`config.mk`:
```
export PLATFORM = sky130hd
export DESIGN_NAME = sa_top
export DESIGN_NICKNAME = d
export VERILOG_FILES = /design/src/hw/sa_regs_pkg.sv /design/src/hw/sa_types_pkg.sv /design/src/hw/psum_adder.sv /design/src/hw/sa_controller.sv /design/src/hw/sa_mac_array.sv /design/src/hw/sa_top.sv
export VERILOG_INCLUDE_DIRS = /design/src /design/src/include
export SDC_FILE = /design/constraint.sdc
export NUM_CORES = 2
export LEC_CHECK = 0
export BUFFER_PORTS_ARGS = -buffer_cell sky130_fd_sc_hd__buf_2
export CAP_MARGIN = 30
export CORE_MARGIN = 4
export CORE_UTILIZATION = 40
export DETAILED_ROUTE_END_ITERATION = 8
export GPL_TIMING_DRIVEN = 0
export PLACE_DENSITY = 0.58
export SKIP_LAST_GASP = 1
export SYNTH_ARGS = -nofsm -noshare
export SYNTH_HDL_FRONTEND = slang
export SYNTH_SLANG_ARGS = --single-unit
```
`constraint.sdc`:
```
create_clock -name clk -period 34.5 [get_ports clk]
set_input_delay 3.45 -clock clk [delete_from_list [all_inputs] [get_ports clk]]
set_output_delay 3.45 -clock clk [all_outputs]
set_load 0.01 [all_outputs]
```
`src/include/sa_settings.svh`:
```
`ifndef SA_SETTINGS_SVH
`define SA_SETTINGS_SVH

// Array geometry
`define SA_R 4
`define SA_C 4

// Signed element widths
`define SA_WX 8
`define SA_WK 8

// Accumulator and output width
`define SA_WY 32

// Partial sums entering on the a stream
`define SA_WA 32

// Word address bits on the Wishbone slave
`define SA_WB_AW 4

`endif

```
`src/hw/sa_regs_pkg.sv`:
```
`default_nettype none

`include "sa_settings.svh"

package sa_regs_pkg;

  // Register word addresses
  localparam logic [`SA_WB_AW-1:0] REG_CTRL   = `SA_WB_AW'd0;
  localparam logic [`SA_WB_AW-1:0] REG_STATUS = `SA_WB_AW'd1;
  localparam logic [`SA_WB_AW-1:0] REG_TILES  = `SA_WB_AW'd2;

  // Bit positions
  localparam int CTRL_ENABLE     = 0;
  localparam int STATUS_BUSY     = 0;
  localparam int STATUS_MISMATCH = 1;

  // Wishbone classic, master to slave
  typedef struct packed {
    logic                 cyc;
    logic                 stb;
    logic                 we;
    logic [`SA_WB_AW-1:0] adr;
    logic [31:0]          dat;
    logic [3:0]           sel;
  } wb_req_t;

  // Wishbone classic, slave to master
  typedef struct packed {
    logic        ack;
    logic [31:0] dat;
  } wb_rsp_t;

endpackage

`default_nettype wire

```
`src/hw/sa_types_pkg.sv`:
```
`default_nettype none

`include "sa_settings.svh"

package sa_types_pkg;

  // Operand and result elements
  typedef logic signed [`SA_WX-1:0] x_elem_t;
  typedef logic signed [`SA_WK-1:0] k_elem_t;
  typedef logic signed [`SA_WY-1:0] y_elem_t;

  // One pixel row per beat
  typedef struct packed {
    x_elem_t [`SA_R-1:0] data;
    logic                last;
  } x_beat_t;

  // One weight column per beat
  typedef struct packed {
    k_elem_t [`SA_C-1:0] data;
    logic                last;
  } k_beat_t;

  // Partial sums, one per row, no tile marker
  typedef y_elem_t [`SA_R-1:0] a_beat_t;

  // Drained column and final output beat
  typedef struct packed {
    y_elem_t [`SA_R-1:0] data;
    logic                last;
  } y_beat_t;

endpackage

`default_nettype wire

```
`src/hw/psum_adder.sv`:
```
`timescale 1ns/10ps
`default_nettype none

`include "sa_settings.svh"

module psum_adder (
  input  logic                  clk,
  input  logic                  rst,
  input  sa_types_pkg::y_beat_t col,
  input  logic                  col_valid,
  output logic                  col_ready,
  input  sa_types_pkg::a_beat_t a,
  input  logic                  a_valid,
  output logic                  a_ready,
  output sa_types_pkg::y_beat_t y,
  output logic                  y_valid,
  input  logic                  y_ready
);

  logic room;
  logic take;

  // Output slot free or leaving this cycle
  assign room      = !y_valid || y_ready;
  assign col_ready = room && a_valid;
  assign a_ready   = room && col_valid;
  assign take      = room && col_valid && a_valid;

  always_ff @(posedge clk) begin
    if (rst) begin
      y_valid <= 1'b0;
    end else if (take) begin
      y_valid <= 1'b1;
    end else if (y_ready) begin
      y_valid <= 1'b0;
    end
  end

  // Sums wrap to the accumulator width
  always_ff @(posedge clk) begin
    if (take) begin
      for (int r = 0; r < `SA_R; r++) begin
        y.data[r] <= col.data[r] + a[r];
      end
      y.last <= col.last;
    end
  end

  a_y_hold: assert property (
    @(posedge clk) disable iff (rst)
    (y_valid && !y_ready) |=> (y_valid && $stable(y))
  ) else $error("y beat changed under back-pressure at %0t", $time);

endmodule

`default_nettype wire

```
`src/hw/sa_controller.sv`:
```
`timescale 1ns/10ps
`default_nettype none

module sa_controller (
  input  logic                 clk,
  input  logic                 rst,
  input  sa_regs_pkg::wb_req_t wb_req,
  output sa_regs_pkg::wb_rsp_t wb_rsp,
  input  logic                 busy,
  input  logic                 mismatch,
  input  logic                 tile_done,
  output logic                 run
);

  import sa_regs_pkg::*;

  logic        ack;
  logic        req;
  logic        wr;
  logic        mismatch_flag;
  logic [15:0] tiles;
  logic [31:0] rdata;
  logic [31:0] rd_q;

  // New cycle seen, not yet acknowledged
  assign req = wb_req.cyc && wb_req.stb && !ack;

  // Only the low byte holds writable bits
  assign wr = req && wb_req.we && wb_req.sel[0];

  assign wb_rsp = '{ack: ack, dat: rd_q};

  always_comb begin
    rdata = '0;
    case (wb_req.adr)
      REG_CTRL: begin
        rdata[CTRL_ENABLE] = run;
      end
      REG_STATUS: begin
        rdata[STATUS_BUSY]     = busy;
        rdata[STATUS_MISMATCH] = mismatch_flag;
      end
      REG_TILES: begin
        rdata = {16'd0, tiles};
      end
      default: begin
        rdata = '0;
      end
    endcase
  end

  always_ff @(posedge clk) begin
    if (rst) begin
      ack <= 1'b0;
    end else begin
      ack <= req;
    end
  end

  // Read data goes out together with ack
  always_ff @(posedge clk) begin
    if (req) begin
      rd_q <= wb_req.we ? 32'd0 : rdata;
    end
  end

  always_ff @(posedge clk) begin
    if (rst) begin
      run <= 1'b0;
    end else if (wr && wb_req.adr == REG_CTRL) begin
      run <= wb_req.dat[CTRL_ENABLE];
    end
  end

  // Sticky, write one to clear; a new pulse wins over the clear
  always_ff @(posedge clk) begin
    if (rst) begin
      mismatch_flag <= 1'b0;
    end else if (mismatch) begin
      mismatch_flag <= 1'b1;
    end else if (wr && wb_req.adr == REG_STATUS && wb_req.dat[STATUS_MISMATCH]) begin
      mismatch_flag <= 1'b0;
    end
  end

  // Completed tiles, wraps at 16 bits
  always_ff @(posedge clk) begin
    if (rst) begin
      tiles <= '0;
    end else if (tile_done) begin
      tiles <= tiles + 16'd1;
    end
  end

  a_ack_in_cycle: assert property (
    @(posedge clk) disable iff (rst)
    ack |-> (wb_req.cyc && wb_req.stb)
  ) else $error("Wishbone ack outside an active cycle at %0t", $time);

endmodule

`default_nettype wire

```
`src/hw/sa_mac_array.sv`:
```
`timescale 1ns/10ps
`default_nettype none

`include "sa_settings.svh"

module sa_mac_array (
  input  logic                  clk,
  input  logic                  rst,
  input  logic                  run,
  input  sa_types_pkg::k_beat_t k,
  input  logic                  k_valid,
  output logic                  k_ready,
  input  sa_types_pkg::x_beat_t x,
  input  logic                  x_valid,
  output logic                  x_ready,
  output sa_types_pkg::y_beat_t col,
  output logic                  col_valid,
  input  logic                  col_ready,
  output logic                  busy,
  output logic                  mismatch
);

  import sa_types_pkg::*;

  localparam int CNT_W = (`SA_C > 1) ? $clog2(`SA_C) : 1;

  logic             draining;
  logic             first;
  logic             take;
  logic             accept_ok;
  logic             drain_step;
  logic             drain_done;
  logic [CNT_W-1:0] col_cnt;
  y_elem_t          acc [`SA_R][`SA_C];

  // Join of k and x, both sides see the other's valid
  assign accept_ok = run && !draining;
  assign k_ready   = accept_ok && x_valid;
  assign x_ready   = accept_ok && k_valid;
  assign take      = accept_ok && k_valid && x_valid;

  assign col_valid  = draining;
  assign drain_step = col_valid && col_ready;
  assign drain_done = drain_step && (col_cnt == CNT_W'(`SA_C - 1));

  // Output-stationary grid, one cell per row and column
  for (genvar r = 0; r < `SA_R; r++) begin : g_row
    for (genvar c = 0; c < `SA_C; c++) begin : g_col
      y_elem_t prod;

      assign prod = $signed(x.data[r]) * $signed(k.data[c]);

      always_ff @(posedge clk) begin
        if (take) begin
          if (first) begin
            acc[r][c] <= prod;
          end else begin
            acc[r][c] <= acc[r][c] + prod;
          end
        end
      end
    end
  end

  // Column selected by the drain counter
  always_comb begin
    for (int r = 0; r < `SA_R; r++) begin
      col.data[r] = acc[r][col_cnt];
    end
    col.last = (col_cnt == CNT_W'(`SA_C - 1));
  end

  always_ff @(posedge clk) begin
    if (rst) begin
      draining <= 1'b0;
      first    <= 1'b1;
      col_cnt  <= '0;
      busy     <= 1'b0;
      mismatch <= 1'b0;
    end else begin
      mismatch <= take && k.last && (x.last != k.last);
      if (take) begin
        busy  <= 1'b1;
        first <= k.last;
        if (k.last) begin
          draining <= 1'b1;
          col_cnt  <= '0;
        end
      end else if (drain_done) begin
        draining <= 1'b0;
        busy     <= 1'b0;
      end else if (drain_step) begin
        col_cnt <= col_cnt + CNT_W'(1);
      end
    end
  end

  // Tile end locks out operands until its last column has left
  a_no_take_in_drain: assert property (
    @(posedge clk) disable iff (rst)
    (take && k.last) |=>
      ((!(k_valid && k_ready) && !(x_valid && x_ready))
        until_with (col_valid && col_ready && col.last))
  ) else $error("Operand beat accepted during drain at %0t", $time);

endmodule

`default_nettype wire

```
`src/hw/sa_top.sv`:
```
`timescale 1ns/10ps
`default_nettype none

module sa_top (
  input  logic                  clk,
  input  logic                  rst,
  input  sa_regs_pkg::wb_req_t  wb_req,
  output sa_regs_pkg::wb_rsp_t  wb_rsp,
  input  sa_types_pkg::k_beat_t k,
  input  logic                  k_valid,
  output logic                  k_ready,
  input  sa_types_pkg::x_beat_t x,
  input  logic                  x_valid,
  output logic                  x_ready,
  input  sa_types_pkg::a_beat_t a,
  input  logic                  a_valid,
  output logic                  a_ready,
  output sa_types_pkg::y_beat_t y,
  output logic                  y_valid,
  input  logic                  y_ready
);

  import sa_types_pkg::*;

  logic    run;
  logic    busy;
  logic    mismatch;
  logic    tile_done;
  y_beat_t col;
  logic    col_valid;
  logic    col_ready;

  // A tile is done when its last output beat leaves
  assign tile_done = y_valid && y_ready && y.last;

  sa_controller ctrl0 (
    .clk       (clk),
    .rst       (rst),
    .wb_req    (wb_req),
    .wb_rsp    (wb_rsp),
    .busy      (busy),
    .mismatch  (mismatch),
    .tile_done (tile_done),
    .run       (run)
  );

  sa_mac_array array0 (
    .clk       (clk),
    .rst       (rst),
    .run       (run),
    .k         (k),
    .k_valid   (k_valid),
    .k_ready   (k_ready),
    .x         (x),
    .x_valid   (x_valid),
    .x_ready   (x_ready),
    .col       (col),
    .col_valid (col_valid),
    .col_ready (col_ready),
    .busy      (busy),
    .mismatch  (mismatch)
  );

  psum_adder add0 (
    .clk       (clk),
    .rst       (rst),
    .col       (col),
    .col_valid (col_valid),
    .col_ready (col_ready),
    .a         (a),
    .a_valid   (a_valid),
    .a_ready   (a_ready),
    .y         (y),
    .y_valid   (y_valid),
    .y_ready   (y_ready)
  );

endmodule

`default_nettype wire

```
==> results by group <==
Clock tree
  – Clock slew at the register clock pins of the worst setup and hold paths: ~60 ps
  – Post-cts gate resize count: 0
  – Number of buffers added by the clock tree synthesis step: 90
  – Maximum count of clock buffers along a single path: 3
  – Root buffer selected by CTS: clkbuf_16
  – Clock insertion delay at the later pin of the skew report: 740 ps
  – Clock sink total: 683
  – Buffer count from post-CTS setup fixing: 0
  – CTS Hold Buffers Added: 0
  – H-tree depth reported by CTS: 3
  – TritonCTS clock tree: built

Routing
  – Initial DRT Pass Iterations: 5
  – Number of vias after detailed routing: 78.7k
  – Post-route DRC violation count: 0
  – First DRT Iteration DRCs: between 6k and 7k
  – Wirelength, routed: roughly 340,000 µm
  – Avg WL per Cell: roughly 24 µm
  – Routed via count divided by cell count: ~5.5
  – Post-route antenna net violation count: 0

Final layout
  – Area growth syn-to-layout: 10.6%
  – Most common cell after layout, fill and taps aside: inv_1
  – Post-route core utilization: 0.445
  – Count of non-filler cells in the finished layout: between 10k and 15k
  – Layout cells sized above 1: 0.0760
  – Most frequent cells in the layout: inv_1, ha_1, fa_1
  – Final-stage net count: between 10k and 15k

STA
  – Slew at the pin with the worst max-slew slack: between 1000 and 1500 ps
  – Hold Violations, Final: 0
  – Post-layout minimum cycle time: 13,100 ps
  – RSZ-0062 raised after global routing: false
  – Maximum clock rate: between 70 and 80 MHz
  – Slew Limit Fails: 0
  – Total negative slack: 0 ps
  – Clk_skew: between 30 and 40 ps
  – Part of the cycle the worst path needs: 0.380
  – Setup violations, final: 0
  – Worst hold slack across all endpoints: 445 ps
  – Slew Limit Headroom: 0.219

Global route
  – Global-route wire length before repair: between 400,000 and 500,000 µm
  – Number of global-route vias before repair: between 70k and 80k
  – GR Layer Usage met3: 0.0472
  – GRT met2 Usage: 0.407
  – Most congested layer reported by global routing: met2
  – GR Util All Layers: 0.268
  – GRT Residual Overflow: 0
  – Maximum number of pins on one net before global-route repair: around 120
  – Initial antenna violation count: 76
  – Global-route met1 utilization: 0.372

Min path
  – Worst hold-check path type: flop to flop
  – Hold Path Depth: 2
  – Worst min-delay path startpoint: array0.mismatch$_SDFF_PP0_
  – Hold endpoint: ctrl0.mismatch_flag$_SDFFE_PP0P_

Synth
  – Proportion of register bits with asynchronous set or reset after synthesis: 0
  – Number of distinct library cells after synthesis: 88
  – Number of warnings issued by yosys: 0
  – Main synth FF type: edfxtp_1
  – Count of flip-flops with a built-in enable after synthesis: around 660
  – Area share of the leading cell type in the synthesized netlist: 0.204
  – Syn Area/Cell: a little over 9 µm²
  – Post-synthesis instance area: between 0.09 and 0.1 mm²
  – Flip-flop and latch count after synthesis: approximately 680
  – Area leader, netlist: edfxtp_1
  – Post-Syn Instances: ~10k
  – Sequential element share of the synthesized area: 0.209
  – Top cells by area, synth: edfxtp_1, fa_1, ha_1

Die
  – Ports: a little over 400
  – Floorplan die width: 500 µm
  – Floorplan core area: approximately 0.24 mm²
  – Initial Utilization: 0.402
  – Number of standard-cell rows in the floorplan: 180
  – Die ar.: approximately 0.25 mm²
  – Die H: 500 µm

Setup path
  – Cell seen most often among critical-path stages: a21oi_1
  – Critical path launch point type: input port
  – Setup slack on the worst flop-to-flop path: approximately 27,000 ps
  – Arrival time of data at the critical path endpoint: roughly 14,000 ps
  – Longest individual stage delay on the worst path: between 700 and 800 ps
  – FF-to-FF Start: array0.col_cnt[0]$_SDFFE_PP0P_
  – Nature of the critical path endpoint: flop
  – Maximum fanout count along the critical path: 16
  – Type of the worst setup path: input port to flop
  – Number of cell instances on the worst register-to-register path: 17
  – Cell family with the largest share of critical-path delay: compound AO/OA/AOI/OAI gates
  – Buffers and inverters on the worst path: 6
  – Data required time of the critical path: about 35,000 ps
  – Slowest cell on the critical path: clkbuf_1
  – FF-to-FF End: add0.y[58]$_DFFE_PP_
  – Count of cell instances traversed by the critical path: 32

Placement
  – Placer's final routability congestion estimate: roughly 0.94
  – Port bufs: 358
  – Half-perimeter wire length of the detailed placement result: about 280,000 µm
  – Dpl cells: ~14k

Status
  – Outcome: complete, no violations

Run
  – Max-cap violations: 0
cells in the mapped netlist (95+ instances only):
master    number
nand3_1       95
a21o_1       328
inv_1       1577
mux4_2       128
nor2b_1      158
xnor2_1      554
clkbuf_1     313
edfxtp_1     657
ha_1        1086
o21bai_1     192
o21ai_0      488
fa_1         900
a21oi_1      648
o21ai_1      138
nand2_1      728
xor2_1       269
nor3_1       115
and2_1       726
nor2_1       323
per-layer routing:
layer	wire length, µm	vias up
met1	147000	39100
met3	27600	515
met5	193	-
li1	-	36200
met4	17000	24
met2	147000	2893
through the flow:
stage	instance area (µm²)	setup WS, ps
floorplan	96800	19130
global placement	103000	9150
detailed placement	104000	20970
CTS	107000	21750
global route	107000	20840
finish	107000	21400
state kept, by name, indices dropped and copies added, names as in the netlist:
register / cells
ctrl0.tiles: 16
ctrl0.ack: 1
array0.busy: 1
array0.acc: 512
ctrl0.mismatch_flag: 1
ctrl0.run: 1
ctrl0.rd_q: 16
array0.mismatch: 1
array0.col_valid: 1
array0.first: 1
add0.y_valid: 1
add0.y: 129
array0.col_cnt: 2
worst register-to-register path: cells and delay by family (launching register included):
| family | cells | cell delay, ps |
|---|---|---|
| buf+inv | 5 | 2780 |
| compound gates | 9 | 2620 |
| mux | 1 | 660 |
| flops | 1 | 340 |
| fa+ha+maj | 1 | 340 |
| xor+xnor | 1 | 80 |
worst max path at each step:
stage,from,slack [ps],to
CTS,k[1],21750,array0.acc[1][126]$_DFFE_PP_
floorplan,k_valid,19130,array0.acc[2][86]$_DFFE_PP_
detailed placement,k[25],20970,array0.acc[0][31]$_DFFE_PP_
finish,k[25],21400,array0.acc[0][31]$_DFFE_PP_
global placement,k_valid,9150,array0.acc[2][98]$_DFFE_PP_
global route,k[25],20840,array0.acc[0][31]$_DFFE_PP_
layout make-up:
cell class,instances,area (µm²)
fillers,23200,134000
multi-input cells,7759,69300
flip-flops and latches,683,20200
inverters,1578,5940
well taps,3185,3990
repair buffers,434,3130
clock buffers,107,2370
plain buffers,365,1490
clock inverters,56,499
diodes,39,97.6
cell families after synthesis:
family	share of synthesized area
AND/OR/NAND/NOR	0.132
AO/OA/AOI/OAI	0.146
adder cells (fa/ha/maj)	0.327
buffers and inverters	0.0761
XOR/XNOR	0.0745
flip-flops	0.209
multiplexers	0.0360
other	0.0000388
Power is left out: the tool's default activity adds up to more than one toggle a clock period on the data nets, which glitch-free logic cannot reach.
